## config.mk

```make
export PLATFORM = sky130hd
export DESIGN_NAME = scanCtrl
export DESIGN_NICKNAME = d
export VERILOG_FILES = /design/src/ppuGeomPkg.sv /design/src/scanCtrl.sv
export VERILOG_INCLUDE_DIRS = /design/src
export SDC_FILE = /design/constraint.sdc
export NUM_CORES = 1
export LEC_CHECK = 0
export ABC_AREA = 1
export BUFFER_PORTS_ARGS = -buffer_cell sky130_fd_sc_hd__buf_2
export CAP_MARGIN = 30
export CELL_PAD_IN_SITES_DETAIL_PLACEMENT = 0
export CELL_PAD_IN_SITES_GLOBAL_PLACEMENT = 1
export CORE_AREA = 2 2 80 82
export DETAILED_ROUTE_END_ITERATION = 6
export DIE_AREA = 0 0 82 84
export GPL_ROUTABILITY_DRIVEN = 0
export GPL_TIMING_DRIVEN = 0
export PLACE_DENSITY = 0.81
export SLEW_MARGIN = 20
export SYNTH_ARGS = -nofsm -noshare
export SYNTH_HDL_FRONTEND = slang
export SYNTH_SLANG_ARGS = --single-unit
```

## constraint.sdc

```tcl
create_clock -name clk -period 2.1 [get_ports clk]
set_clock_uncertainty 0.2 [all_clocks]
set_input_delay 0.21 -clock clk [delete_from_list [all_inputs] [get_ports clk]]
set_output_delay 0.21 -clock clk [all_outputs]
set_load 0.005 [all_outputs]
```

## src/ppu_defines.svh

```systemverilog
/*
 * widths, game-window placement and memory depths
 * shared by the background layer
 */
`ifndef PPU_DEFINES_SVH
`define PPU_DEFINES_SVH

// vga raster coordinates
`define PPU_POS_BITS       10

// first game pixel on the 640x480 raster
`define PPU_GAME_X0        192
`define PPU_GAME_Y0        120

// game window size
`define PPU_WIN_W          256
`define PPU_WIN_H          240
`define PPU_SCROLL_BITS    9

`define PPU_RGB_BITS       12

// name/attribute words and pattern tiles
`define PPU_NAME_WORDS     512
`define PPU_NAME_WORD_BITS 32
`define PPU_TILE_COUNT     256
`define PPU_TILE_BITS      128

`endif

```

## src/ppuGeomPkg.sv

```systemverilog
/*
 * raster position, pixel tag, scroll pointer and
 * name-RAM address types
 */
`default_nettype none

`include "ppu_defines.svh"

package ppuGeomPkg;

    typedef logic [`PPU_POS_BITS-1:0] coordT;

    // vga coordinates, 20 bits
    typedef struct packed {
        coordT x;
        coordT y;
    } vgaPos;

    // position in flight through the renderer
    typedef struct packed {
        logic  valid;
        vgaPos pos;
    } pixelTag;

    // 0..239 upper screen, 256..495 lower screen
    typedef logic [`PPU_SCROLL_BITS-1:0] scrollT;

    typedef logic [`PPU_SCROLL_BITS-1:0] nameAddr;

    // cpu write of the pending scroll pointer
    typedef struct packed {
        logic   strobe;
        scrollT value;
    } scrollWrite;

endpackage

`default_nettype wire

```

## src/scanCtrl.sv

```systemverilog
/*
 * raster walk over the 256x240 game window, one pixel per clock,
 * with the vertical scroll pointer latched at frame start
 */
`timescale 1ns/10ps
`default_nettype none

`include "ppu_defines.svh"

module scanCtrl (
    input  wire logic                   clk,
    input  wire logic                   rstn,
    input  wire logic                   run,
    input  wire ppuGeomPkg::scrollWrite scrollWr,
    output ppuGeomPkg::pixelTag         pos,
    output ppuGeomPkg::scrollT          scroll
);
    import ppuGeomPkg::*;

    logic [7:0] winX;
    logic [7:0] winY;
    scrollT     pending;
    logic       lastX;
    logic       lastY;
    logic       frameStart;

    assign lastX      = (winX == 8'(`PPU_WIN_W - 1));
    assign lastY      = (winY == 8'(`PPU_WIN_H - 1));
    assign frameStart = run && (winX == '0) && (winY == '0);

    // window counters, frozen while run is low
    always_ff @(posedge clk) begin
        if (!rstn) begin
            winX <= '0;
            winY <= '0;
        end else if (run) begin
            winX <= lastX ? '0 : winX + 8'd1;
            if (lastX) begin
                winY <= lastY ? '0 : winY + 8'd1;
            end
        end
    end

    // issued position, offset into vga space
    always_ff @(posedge clk) begin
        if (!rstn) begin
            pos <= '0;
        end else begin
            pos.valid <= run;
            if (run) begin
                pos.pos.x <= coordT'(winX) + coordT'(`PPU_GAME_X0);
                pos.pos.y <= coordT'(winY) + coordT'(`PPU_GAME_Y0);
            end
        end
    end

    // cpu writes go to pending, active pointer only moves at frame start
    always_ff @(posedge clk) begin
        if (!rstn) begin
            pending <= '0;
            scroll  <= '0;
        end else begin
            if (scrollWr.strobe) begin
                pending <= scrollWr.value;
            end
            if (frameStart) begin
                scroll <= pending;
            end
        end
    end

endmodule

`default_nettype wire

```

==> reports/summary.json, run 1 <==
{
  "peakVddDrop": {"value": 0.298, "unit": "mV"},
  "track_usage": {"value": 0.175},
  "synthDistinctLibCells": {"value": 33},
  "layout.cells.most_common": {"value": "sky130_fd_sc_hd__dfxtp_1"},
  "synth-seq-cells": {"value": 53},
  "largest_net_degree_at_the_start_of_global_routing": {"value": 18},
  "min_period_over_period": {"value": 0.831},
  "crit_slowest_cell": {"value": "sky130_fd_sc_hd__dfxtp_1"},
  "timing.hold.worst.class": {"value": "in2reg"},
  "cts_h_tree_depth": {"value": 2},
  "critical_path.max_fanout": {"value": 10},
  "max_cap_violations": {"value": 0},
  "synthArstFlopShare": {"value": 0},
  "post_drt_wl_per_cell": {"value": 12.6, "unit": "um"},
  "grt_first_pass_wirelength": {"value": 9340, "unit": "um"},
  "row_count": {"value": 29},
  "final_nets": {"value": 384},
  "synth_top_cell_area_share": {"value": 0.449},
  "commonest_cells_after_routing_fill_and_taps_aside": {"value": "53 x sky130_fd_sc_hd__dfxtp_1, 51 x sky130_fd_sc_hd__nand2_1, 46 x sky130_fd_sc_hd__nor2_1"},
  "max_stage_delay": {"value": 0.37, "unit": "ns"},
  "drtPass1Iterations": {"value": 4},
  "synth-seq-area-share": {"value": 0.449},
  "synth_enable_flop_cells": {"value": 0},
  "tritoncts": {"value": "built"},
  "dr.first_iter.drc_count": {"value": 107},
  "cts.reportedPaths.clkPinSlew": {"value": 0.10, "unit": "ns"},
  "n_antenna_cell": {"value": 0},
  "worstSetupEndpointType": {"value": "flip-flop"},
  "leakage": {"value": 1.28, "unit": "nW"},
  "first_global_vias": {"value": 1917},
  "fp.dieW": {"value": 82, "unit": "um"},
  "setup.worst_path.class": {"value": "reg2reg"},
  "synth.area.top_cells": {"value": "sky130_fd_sc_hd__dfxtp_1 45%, sky130_fd_sc_hd__nand2_1 8.1%, sky130_fd_sc_hd__nor2_1 7.3%"},
  "cellInternalPower": {"value": 1.64, "unit": "mW"},
  "layout-area-overhead-vs-synth": {"value": 21.7, "unit": "%"},
  "fin_crit": {"value": 1.75, "unit": "ns"},
  "critical_path.cell_chain": {"value": "inv_1 > ha_1 > nand4_1 > nor2_4 > buf_4 > nand3b_1 > nand2_1 > nor2_1"},
  "final-max-slew-violation-count": {"value": 0},
  "ys.warnings.count": {"value": 0},
  "fmax": {"value": 0.573, "unit": "GHz"},
  "gr-total-overflow": {"value": 0},
  "status": {"value": "completed"},
  "setup_tns": {"value": 0, "unit": "ns"},
  "postRouteAntennaNets": {"value": 0},
  "placement.io_buffers": {"value": 37},
  "cts-root-buf": {"value": "sky130_fd_sc_hd__clkbuf_8"},
  "floorplan.core_area": {"value": 6100, "unit": "sq um"},
  "post_route_cells_drive_above_1_share": {"value": 0.187},
  "cts_sinks": {"value": 53},
  "pwr_density_cell": {"value": 746, "unit": "nW/um^2"},
  "seq_power_share": {"value": 0.504},
  "final_hold_viol_count": {"value": 0},
  "cp_data_arrival_time": {"value": 1.76, "unit": "ns"},
  "final_cells": {"value": 441},
  "synth_largest_area_cell": {"value": "sky130_fd_sc_hd__dfxtp_1"},
  "die_area": {"value": 6890, "unit": "sq um"},
  "setup_viol_count_final": {"value": 0},
  "cts_bufs_inserted": {"value": 5},
  "power.net_switching": {"value": 0.507, "unit": "mW"},
  "ctsLongestPathBuffers": {"value": 2},
  "power.switching_fraction": {"value": 0.236},
  "pwr-share-clk": {"value": 0.388},
  "timing.slew.headroom": {"value": 0.604},
  "routed-via-count": {"value": 2102},
  "comb_power_share": {"value": 0.108},
  "antenna_found_initial": {"value": 0},
  "synthCells": {"value": 309},
  "vias_per_cell": {"value": 4.77},
  "crit_required": {"value": 2.11, "unit": "ns"},
  "initial_utilization": {"value": 0.387},
  "dpl.cell_count": {"value": 424},
  "cp-start-kind": {"value": "flip-flop"},
  "grt_setup_unrepaired": {"value": "no"},
  "detail_route.wirelength": {"value": 5570, "unit": "um"},
  "pin_count": {"value": 43},
  "synth-main-ff-cell": {"value": "sky130_fd_sc_hd__dfxtp_1"},
  "worst_pin_slew": {"value": 0.593, "unit": "ns"},
  "clock_latency": {"value": 0.31, "unit": "ns"},
  "netlist_area": {"value": 2360, "unit": "sq um"},
  "syn_avg_cell_area": {"value": 7.64, "unit": "sq um"},
  "post_cts_buffers": {"value": 0},
  "remaining_drc_errors": {"value": 0},
  "dieHeight": {"value": 84, "unit": "um"},
  "place.detailed.hpwl": {"value": 3990, "unit": "um"}
}
layer usage:
layer	GRT usage	wire, um
met4	0.0500	68
met1	0.260	2840
met2	0.256	2520
met3	0.0314	137
met5	0	0
worst max-delay path: cells and delay by family (launching register included):
kind / cells / cell delay, ns
fa+ha+maj: 1 / 0.19
flops: 1 / 0.37
simple gates: 5 / 0.59
buf+inv: 2 / 0.28
sequential cells by signal, summed over array words and instances, names as in the netlist:
| signal | cells |
|---|---|
| scroll | 9 |
| winY | 8 |
| pos | 19 |
| winX | 8 |
| pending | 9 |
path summary, 6_finish.rpt:
check                           startpoint        end  slack, ns  cells after the start
worst min register to register     pos[10]    pos[10]       0.26                      2
worst max-delay path               winX[6]  scroll[7]       0.35                      8
worst min-delay path                   run     pos[7]       0.04                      4
worst max register to register     winX[6]  scroll[7]       0.35                      8
through the flow:
stage / hold slack [ns] / setup WS, ns / power, mW / util / area, sq um
finish: 0.0371 / 0.354 / 2.14 / 0.471 / 2870
global route: 0.0451 / 0.239 / 2.25 / 0.471 / 2870
CTS: 0.0267 / 0.355 / 2.18 / 0.471 / 2870
detailed placement: 0.238 / 0.383 / 1.32 / 0.434 / 2650
global placement: 0.233 / 0.388 / 1.32 / 0.434 / 2650
floorplan: 0.145 / 0.605 / 1.24 / - / 2360
Yosys cell counts, types with 2 or more instances:
cell and count:
sky130_fd_sc_hd__dfxtp_1 53, sky130_fd_sc_hd__nand2_1 51, sky130_fd_sc_hd__nor2_1 46, sky130_fd_sc_hd__a21oi_1 28, sky130_fd_sc_hd__o21ai_0 26, sky130_fd_sc_hd__inv_1 20, sky130_fd_sc_hd__nand3_1 15, sky130_fd_sc_hd__nand3b_1 10
sky130_fd_sc_hd__ha_1 8, sky130_fd_sc_hd__clkbuf_1 7, sky130_fd_sc_hd__o21ai_1 6, sky130_fd_sc_hd__inv_2 5, sky130_fd_sc_hd__nor2_4 4, sky130_fd_sc_hd__buf_4 3, sky130_fd_sc_hd__nand2_2 3, sky130_fd_sc_hd__nand4_1 3
sky130_fd_sc_hd__buf_2 2, sky130_fd_sc_hd__buf_6 2, sky130_fd_sc_hd__nor3_1 2, sky130_fd_sc_hd__xor2_1 2
cell families (layout without fill, tap and decap cells):
family,Yosys count,in the layout,share of synthesized area
xor+xnor,2,2,0.00742
other cells,1,2,0.00159
buf+inv,42,96,0.0800
simple gates,138,138,0.276
fa+ha+maj,8,8,0.0424
flops,53,53,0.449
compound gates,65,65,0.143
power groups by stage:
stage | logic (mW) | registers, mW | clock network, mW
after global placement | 0.217 | 1.10 | 0
after detailed placement | 0.219 | 1.11 | 0
after floorplan | 0.137 | 1.10 | 0
after global routing | 0.262 | 1.09 | 0.896
after CTS | 0.233 | 1.08 | 0.863
final | 0.231 | 1.08 | 0.832
layout make-up:
type	instances	area (sq um)
Inverter	27	104
Clock inverter	3	68.8
Multi-Input combinational cell	215	1110
Fill cell	643	3220
Timing Repair Buffer	46	275
Sequential cell	53	1060
Tap cell	77	96.3
Clock buffer	5	68.8
Buffer	15	85.1
repair_timing:
| item | in CTS | in global routing |
|---|---|---|
| resized for setup | 0 | 0 |
| hold buffers | 9 | 0 |
| endpoints found under the hold margin | 9 | 0 |
Note: power is estimated with default switching activity, not from simulation.
==> run 2, diff against run 1 <==
--- a/config.mk
+++ b/config.mk
@@ -11,12 +11,12 @@
 export CAP_MARGIN = 30
 export CELL_PAD_IN_SITES_DETAIL_PLACEMENT = 0
 export CELL_PAD_IN_SITES_GLOBAL_PLACEMENT = 1
-export CORE_AREA = 2 2 80 82
+export CORE_AREA = 2 2 84 86
 export DETAILED_ROUTE_END_ITERATION = 6
-export DIE_AREA = 0 0 82 84
+export DIE_AREA = 0 0 86 88
 export GPL_ROUTABILITY_DRIVEN = 0
 export GPL_TIMING_DRIVEN = 0
-export PLACE_DENSITY = 0.81
+export PLACE_DENSITY = 0.77
 export SLEW_MARGIN = 20
 export SYNTH_ARGS = -nofsm -noshare
 export SYNTH_HDL_FRONTEND = slang
==> constraint.sdc (replaced) <==
create_clock -name clk -period 1.4 [get_ports clk]
set_clock_uncertainty 0.2 [all_clocks]
set_input_delay 0.14 -clock clk [delete_from_list [all_inputs] [get_ports clk]]
set_output_delay 0.14 -clock clk [all_outputs]
set_load 0.005 [all_outputs]
==> run 2 against run 1 <==
The run now ends with hold timing, setup timing left. Critical path depth did not move. Cell count increased by 2.9%. Highest routed layer unchanged. Largest power group unchanged. Sequential power rose by 50%. Register-to-register slack worse by 0.47 ns.
==> reports/summary.json, run 2 (same netlist as run 1, synthesis figures left out) <==
{
  "tritoncts": {"value": "built", "change": "unchanged"},
  "grt_first_pass_wirelength": {"value": 9380, "unit": "um", "change": "was 9340 um"},
  "cts_h_tree_depth": {"value": 2, "change": "unchanged"},
  "fmax": {"value": 0.661, "unit": "GHz", "change": "was 0.573 GHz"},
  "max_cap_violations": {"value": 0, "change": "unchanged"},
  "timing.critical_path.buf_inv": {"value": 2, "change": "unchanged"},
  "leakage": {"value": 1.32, "unit": "nW", "change": "was 1.28 nW"},
  "first_global_vias": {"value": 1902, "change": "was 1917"},
  "max_flop_register": {"value": "pos", "change": "unchanged"},
  "critical_path.cell_chain": {"value": "inv_4 > ha_4 > nand4_1 > nor2_4 > buf_12 > nand3b_1 > nand2_1 > nor2_1", "change": "was inv_1 > ha_1 > nand4_1 > nor2_4 > buf_4 > nand3b_1 > nand2_1 > nor2_1"},
  "n_antenna_cell": {"value": 0, "change": "unchanged"},
  "fp.dieW": {"value": 86, "unit": "um", "change": "was 82 um"},
  "p_total": {"value": 2.85, "unit": "mW", "change": "was 2.14 mW"},
  "fin_hold_ws": {"value": -0.0106, "unit": "ns", "change": "was 0.0371 ns"},
  "clock_latency": {"value": 0.30, "unit": "ns", "change": "was 0.31 ns"},
  "timing.slew.headroom": {"value": 0.656, "change": "was 0.604"},
  "antenna_found_initial": {"value": 0, "change": "unchanged"},
  "vias_per_cell": {"value": 4.72, "change": "was 4.77"},
  "remaining_drc_errors": {"value": 0, "change": "unchanged"},
  "cts_bufs_inserted": {"value": 5, "change": "unchanged"},
  "max_stage_delay": {"value": 0.38, "unit": "ns", "change": "was 0.37 ns"},
  "pin_count": {"value": 43, "change": "unchanged"},
  "gr-total-overflow": {"value": 0, "change": "unchanged"},
  "cells_on_worst_hold_path": {"value": 3, "change": "was 4"},
  "post_drt_wl_per_cell": {"value": 12.6, "unit": "um", "change": "about the same"},
  "row_count": {"value": 30, "change": "was 29"},
  "cp-start-kind": {"value": "flip-flop", "change": "unchanged"},
  "setup_viol_count_final": {"value": 19, "change": "was 0"},
  "layout.cells.most_common": {"value": "sky130_fd_sc_hd__nand2_1", "change": "was sky130_fd_sc_hd__dfxtp_1"},
  "detail_route.wirelength": {"value": 5710, "unit": "um", "change": "was 5570 um"},
  "pwr_density_cell": {"value": 936, "unit": "nW/um^2", "change": "was 746 nW/um^2"},
  "critical_path.top_delay_family": {"value": "simple AND/OR/NAND/NOR gates", "change": "unchanged"},
  "min_period_over_period": {"value": 1.08, "change": "was 0.831"},
  "postRouteAntennaNets": {"value": 0, "change": "unchanged"},
  "place.detailed.hpwl": {"value": 4050, "unit": "um", "change": "was 3990 um"},
  "setup.worst_path.class": {"value": "reg2reg", "change": "unchanged"},
  "die_area": {"value": 7570, "unit": "sq um", "change": "was 6890 sq um"},
  "commonest_cells_after_routing_fill_and_taps_aside": {"value": "50 x sky130_fd_sc_hd__nand2_1, 44 x sky130_fd_sc_hd__dfxtp_1, 43 x sky130_fd_sc_hd__nor2_1", "change": "was 53 x sky130_fd_sc_hd__dfxtp_1, 51 x sky130_fd_sc_hd__nand2_1, 46 x sky130_fd_sc_hd__nor2_1"},
  "violated_checks": {"value": "hold timing, setup timing"},
  "reg.largest.list": {"value": "pos: 19 flops, pending: 9 flops, scroll: 9 flops", "change": "unchanged"},
  "largest_net_degree_at_the_start_of_global_routing": {"value": 15, "change": "was 18"},
  "placement.io_buffers": {"value": 37, "change": "unchanged"},
  "peakVddDrop": {"value": 0.375, "unit": "mV", "change": "was 0.298 mV"},
  "dr.first_iter.drc_count": {"value": 73, "change": "was 107"},
  "post_place_setup_slack": {"value": -0.241, "unit": "ns", "change": "was 0.383 ns"},
  "layout-area-overhead-vs-synth": {"value": 29.1, "unit": "%", "change": "was 21.7%"},
  "final_cells": {"value": 454, "change": "was 441"},
  "fin_crit": {"value": 1.51, "unit": "ns", "change": "was 1.75 ns"},
  "placed_area": {"value": 2690, "unit": "sq um", "change": "was 2650 sq um"},
  "initial_utilization": {"value": 0.355, "change": "was 0.387"},
  "smallest_setup_slack_after_layout": {"value": -0.114, "unit": "ns", "change": "was 0.354 ns"},
  "cp_data_arrival_time": {"value": 1.51, "unit": "ns", "change": "was 1.76 ns"},
  "fin_area": {"value": 3050, "unit": "sq um", "change": "was 2870 sq um"},
  "timing.critical_path.depth": {"value": 8, "change": "unchanged"},
  "cts.hold.buffers_added": {"value": 12, "change": "was 9"},
  "ctsLongestPathBuffers": {"value": 2, "change": "unchanged"},
  "worstRegToRegCells": {"value": 8, "change": "unchanged"},
  "worst_pin_slew": {"value": 0.516, "unit": "ns", "change": "was 0.593 ns"},
  "grt_setup_unrepaired": {"value": "yes", "change": "was no"},
  "cts.reportedPaths.clkPinSlew": {"value": 0.09, "unit": "ns", "change": "was 0.10 ns"},
  "final_nets": {"value": 394, "change": "was 384"},
  "track_usage": {"value": 0.157, "change": "was 0.175"},
  "drtPass1Iterations": {"value": 4, "change": "unchanged"},
  "routed-via-count": {"value": 2144, "change": "was 2102"},
  "dieHeight": {"value": 88, "unit": "um", "change": "was 84 um"},
  "post_route_cells_drive_above_1_share": {"value": 0.257, "change": "was 0.187"},
  "largest_register_ff_count": {"value": 19, "change": "unchanged"},
  "status": {"value": "finished with violations", "change": "was completed"},
  "setup_tns": {"value": -1.64, "unit": "ns", "change": "was 0 ns"},
  "crit_required": {"value": 1.40, "unit": "ns", "change": "was 2.11 ns"},
  "timing.hold.worst.class": {"value": "in2reg", "change": "unchanged"},
  "floorplan.core_area": {"value": 6640, "unit": "sq um", "change": "was 6100 sq um"},
  "dpl.cell_count": {"value": 427, "change": "was 424"},
  "final_hold_viol_count": {"value": 2, "change": "was 0"},
  "worstSetupEndpointType": {"value": "flip-flop", "change": "unchanged"},
  "crit_slowest_cell": {"value": "sky130_fd_sc_hd__dfxtp_4", "change": "was sky130_fd_sc_hd__dfxtp_1"},
  "cts-root-buf": {"value": "sky130_fd_sc_hd__clkbuf_8", "change": "unchanged"},
  "cts_sinks": {"value": 53, "change": "unchanged"},
  "final-max-slew-violation-count": {"value": 0, "change": "unchanged"},
  "critical_path.max_fanout": {"value": 8, "change": "was 10"}
}
## run 2: through the flow
stage                      util  hold WS, ns
after global routing      0.459    -0.000219
after detailed placement  0.405        0.169
after global placement    0.405        0.164
after CTS                 0.449      -0.0161
after floorplan               -       0.0749
final                     0.459      -0.0106
## run 2: timing repair
item                                   CTS  global route
endpoints found under the hold margin   15             1
setup endpoints to repair               24            24
setup buffers                            3             3
resized for setup                       16             8
gates cloned                             1             0
pin swaps                                6             3
## run 2: layout make-up
class	instances	area, sq um
sequential	53	1080
tap	80	100
clock buffer	8	80.1
buffer	15	88.8
timing repair buffer	56	380
multi-input combinational	215	1210
inverter	27	109
fill	693	3600
## run 2: layer usage
metal,global-route usage,routed length (um),vias up
met5,0,0,-
met4,0.0433,62,0
met3,0.0330,200,6
met2,0.244,2610,28
met1,0.221,2840,978
li1,-,-,1132
## run 2: worst reg2reg max path: stages (launching register included)
cell                       delay (ns)
sky130_fd_sc_hd__dfxtp_4         0.38
sky130_fd_sc_hd__inv_4           0.07
sky130_fd_sc_hd__ha_4            0.12
sky130_fd_sc_hd__nand4_1         0.12
sky130_fd_sc_hd__nor2_4          0.19
sky130_fd_sc_hd__buf_12          0.14
sky130_fd_sc_hd__nand3b_1        0.08
sky130_fd_sc_hd__nand2_1         0.07
sky130_fd_sc_hd__nor2_1          0.04
## run 2: final timing paths
path | slack [ns] | startpoint | to
hold reg to reg | 0.26 | pos[12] | pos[12]
setup / recovery | -0.11 | winX[1] | scroll[5]
setup reg to reg | -0.11 | winX[1] | scroll[5]
hold / removal | -0.01 | rstn | winX[1]
## run 2: power breakdown
| group | total, mW | internal [mW] | leakage, nW | switching, mW |
|---|---|---|---|---|
| logic | 0.397 | 0.193 | 0.844 | 0.203 |
| clock network | 0.832 | 0.357 | 0.0395 | 0.475 |
| registers | 1.62 | 1.58 | 0.441 | 0.0432 |
==> run 3, diff against run 2 <==
--- a/config.mk
+++ b/config.mk
@@ -8,7 +8,7 @@
 export LEC_CHECK = 0
 export ABC_AREA = 1
 export BUFFER_PORTS_ARGS = -buffer_cell sky130_fd_sc_hd__buf_2
-export CAP_MARGIN = 30
+export CAP_MARGIN = 20
 export CELL_PAD_IN_SITES_DETAIL_PLACEMENT = 0
 export CELL_PAD_IN_SITES_GLOBAL_PLACEMENT = 1
 export CORE_AREA = 2 2 84 86
@@ -21,3 +21,4 @@
 export SYNTH_ARGS = -nofsm -noshare
 export SYNTH_HDL_FRONTEND = slang
 export SYNTH_SLANG_ARGS = --single-unit
+export TNS_END_PERCENT = 1
==> run 3 against run 2 <==
The flow still finishes with violations (hold timing, setup timing). Sequential cell count is the same. Setup slack lost 0.0025 ns. Via count grew 0.19%. Clock power grew 4.2%. Wire length grew 1.8%.
==> reports/summary.json, run 3 (same netlist as run 1, synthesis figures left out) <==
{
  "status": {"value": "finished with violations", "change": "unchanged"},
  "violated_checks": {"value": "hold timing, setup timing", "change": "unchanged"},
  "final-max-slew-violation-count": {"value": 0, "change": "unchanged"},
  "smallest_setup_slack_after_layout": {"value": -0.116, "unit": "ns", "change": "was -0.114 ns"},
  "cts_h_tree_depth": {"value": 2, "change": "unchanged"},
  "placed_area": {"value": 2680, "unit": "sq um", "change": "was 2690 sq um"},
  "routed-via-count": {"value": 2148, "change": "was 2144"},
  "die_area": {"value": 7570, "unit": "sq um", "change": "unchanged"},
  "seq_power_share": {"value": 0.564, "change": "was 0.569"},
  "post_route_cells_drive_above_1_share": {"value": 0.272, "change": "was 0.257"},
  "fin_hold_ws": {"value": -0.0228, "unit": "ns", "change": "was -0.0106 ns"},
  "place.detailed.hpwl": {"value": 4020, "unit": "um", "change": "was 4050 um"},
  "peakVddDrop": {"value": 0.327, "unit": "mV", "change": "was 0.375 mV"},
  "final_hold_viol_count": {"value": 4, "change": "was 2"},
  "worstSetupEndpointType": {"value": "flip-flop", "change": "unchanged"},
  "power.switching_fraction": {"value": 0.250, "change": "was 0.253"},
  "commonest_cells_after_routing_fill_and_taps_aside": {"value": "50 x sky130_fd_sc_hd__nand2_1, 44 x sky130_fd_sc_hd__dfxtp_1, 42 x sky130_fd_sc_hd__nor2_1", "change": "was 50 x sky130_fd_sc_hd__nand2_1, 44 x sky130_fd_sc_hd__dfxtp_1, 43 x sky130_fd_sc_hd__nor2_1"},
  "setup.worst_path.class": {"value": "reg2reg", "change": "unchanged"},
  "fin_area": {"value": 3070, "unit": "sq um", "change": "was 3050 sq um"},
  "cellInternalPower": {"value": 2.16, "unit": "mW", "change": "was 2.13 mW"},
  "postRouteAntennaNets": {"value": 0, "change": "unchanged"},
  "crit_required": {"value": 1.40, "unit": "ns", "change": "about the same"},
  "power.net_switching": {"value": 0.719, "unit": "mW", "change": "was 0.722 mW"},
  "pwr-share-clk": {"value": 0.301, "change": "was 0.292"},
  "grt_setup_unrepaired": {"value": "yes", "change": "unchanged"},
  "cts-root-buf": {"value": "sky130_fd_sc_hd__clkbuf_8", "change": "unchanged"},
  "pin_count": {"value": 43, "change": "unchanged"},
  "p_total": {"value": 2.88, "unit": "mW", "change": "was 2.85 mW"},
  "timing.slew.headroom": {"value": 0.653, "change": "was 0.656"},
  "worst_setup_path_startpoint": {"value": "winX[7]", "change": "was winX[1]"},
  "pwr_density_cell": {"value": 937, "unit": "nW/um^2", "change": "was 936 nW/um^2"},
  "hold_start": {"value": "rstn", "change": "unchanged"},
  "dieHeight": {"value": 88, "unit": "um", "change": "unchanged"},
  "cts_bufs_inserted": {"value": 5, "change": "unchanged"},
  "setup_viol_count_final": {"value": 20, "change": "was 19"},
  "tritoncts": {"value": "built", "change": "unchanged"},
  "cts_sinks": {"value": 53, "change": "unchanged"},
  "placement.io_buffers": {"value": 37, "change": "unchanged"},
  "track_usage": {"value": 0.160, "change": "was 0.157"},
  "largest_net_degree_at_the_start_of_global_routing": {"value": 15, "change": "unchanged"},
  "cp-start-kind": {"value": "flip-flop", "change": "unchanged"},
  "min_period_over_period": {"value": 1.08, "change": "about the same"},
  "max_cap_violations": {"value": 0, "change": "unchanged"},
  "reg.largest.list": {"value": "pos: 19 flops, pending: 9 flops, scroll: 9 flops", "change": "unchanged"},
  "n_fill_cell": {"value": 693, "change": "unchanged"},
  "fmax": {"value": 0.659, "unit": "GHz", "change": "was 0.661 GHz"},
  "worst_pin_slew": {"value": 0.520, "unit": "ns", "change": "was 0.516 ns"},
  "leakage": {"value": 1.34, "unit": "nW", "change": "was 1.32 nW"},
  "detail_route.wirelength": {"value": 5810, "unit": "um", "change": "was 5710 um"},
  "first_global_vias": {"value": 2014, "change": "was 1902"},
  "largest_register_ff_count": {"value": 19, "change": "unchanged"},
  "rr_startpoint": {"value": "winX[7]", "change": "was winX[1]"},
  "cp_data_arrival_time": {"value": 1.52, "unit": "ns", "change": "was 1.51 ns"},
  "final_nets": {"value": 399, "change": "was 394"},
  "timing.hold.worst.class": {"value": "in2reg", "change": "unchanged"},
  "critical_path.max_fanout": {"value": 8, "change": "unchanged"},
  "dr.first_iter.drc_count": {"value": 111, "change": "was 73"},
  "comb_power_share": {"value": 0.135, "change": "was 0.139"},
  "n_antenna_cell": {"value": 0, "change": "unchanged"},
  "fp.dieW": {"value": 86, "unit": "um", "change": "unchanged"},
  "gr-total-overflow": {"value": 0, "change": "unchanged"},
  "clock_latency": {"value": 0.31, "unit": "ns", "change": "was 0.30 ns"},
  "floorplan.core_area": {"value": 6640, "unit": "sq um", "change": "unchanged"},
  "vias_per_cell": {"value": 4.69, "change": "was 4.72"},
  "antenna_found_initial": {"value": 0, "change": "unchanged"},
  "row_count": {"value": 30, "change": "unchanged"},
  "layout-area-overhead-vs-synth": {"value": 30.2, "unit": "%", "change": "was 29.1%"},
  "drtPass1Iterations": {"value": 4, "change": "unchanged"},
  "ctsLongestPathBuffers": {"value": 2, "change": "unchanged"},
  "initial_utilization": {"value": 0.355, "change": "unchanged"},
  "grt_first_pass_wirelength": {"value": 9490, "unit": "um", "change": "was 9380 um"},
  "layout.cells.most_common": {"value": "sky130_fd_sc_hd__nand2_1", "change": "unchanged"},
  "max_flop_register": {"value": "pos", "change": "unchanged"},
  "post_place_setup_slack": {"value": -0.228, "unit": "ns", "change": "was -0.241 ns"},
  "remaining_drc_errors": {"value": 0, "change": "unchanged"},
  "cts.reportedPaths.clkPinSlew": {"value": 0.10, "unit": "ns", "change": "was 0.09 ns"},
  "fin_crit": {"value": 1.52, "unit": "ns", "change": "was 1.51 ns"},
  "post_drt_wl_per_cell": {"value": 12.7, "unit": "um", "change": "was 12.6 um"}
}
## run 3: changes by cell type in the layout (fill, tap and decap cells not counted), sizes merged
| cell | delta |
|---|---|
| buf | +3 |
| dlygate4sd3 | +1 |
## run 3: final timing paths
| check | cells after the start | slack, ns | to |
|---|---|---|---|
| setup / recovery | 8 | -0.12 | scroll[4] |
| hold / removal | 3 | -0.02 | pos[18] |
| setup reg to reg | 8 | -0.12 | scroll[4] |
| hold reg to reg | 2 | 0.26 | pos[10] |
## run 3: repair_timing
action / CTS / global route
gates cloned: 1 / 0
setup buffers: 10 / 0
resized for setup: 23 / 6
pin swaps: 7 / 4
endpoints found under the hold margin: 19 / 1
hold buffers: 12 / 1
endpoints found under the setup margin: 24 / 24
## run 3: per-stage QoR
stage | utilization | TNS (ns) | instances
4_1_cts | 0.460 | -1.64 | 457
3_3_place_gp | 0.404 | -2.51 | 427
3_5_place_dp | 0.404 | -2.99 | 427
6_report | 0.463 | -1.65 | 458
5_1_grt | 0.463 | -3.26 | 458
2_1_floorplan | - | -0.0896 | 310
## run 3: worst max-delay path: stages (launching register included)
cell                       delay, ns
sky130_fd_sc_hd__dfxtp_2        0.34
sky130_fd_sc_hd__inv_2          0.07
sky130_fd_sc_hd__ha_4           0.15
sky130_fd_sc_hd__nand4_1        0.14
sky130_fd_sc_hd__nor2_4         0.18
sky130_fd_sc_hd__buf_12         0.14
sky130_fd_sc_hd__nand3b_1       0.08
sky130_fd_sc_hd__nand2_1        0.07
sky130_fd_sc_hd__nor2_1         0.04
## run 3: power by group through the flow
stage	combinational, mW	clock (mW)	sequential [mW]
floorplan	0.209	0	1.66
global placement	0.326	0	1.66
detailed placement	0.330	0	1.66
CTS	0.390	0.903	1.62
global route	0.442	0.952	1.63
finish	0.390	0.867	1.62
## run 3: area by class of cell
class	count	area, sq um	area share
multi-input combinational	215	1200	0.390
sequential	53	1080	0.351
timing repair buffer	61	408	0.133
inverter	27	109	0.0354
tap	80	100	0.0326
buffer	15	91.3	0.0297
clock buffer	7	86.3	0.0281
## run 3: layer usage
layer | vias to the layer above | GRT usage | share of wire
li1 | 1140 | - | -
met1 | 964 | 0.211 | 0.48
met2 | 34 | 0.260 | 0.46
met3 | 10 | 0.0339 | 0.036
met4 | 0 | 0.0519 | 0.018
met5 | - | 0 | 0
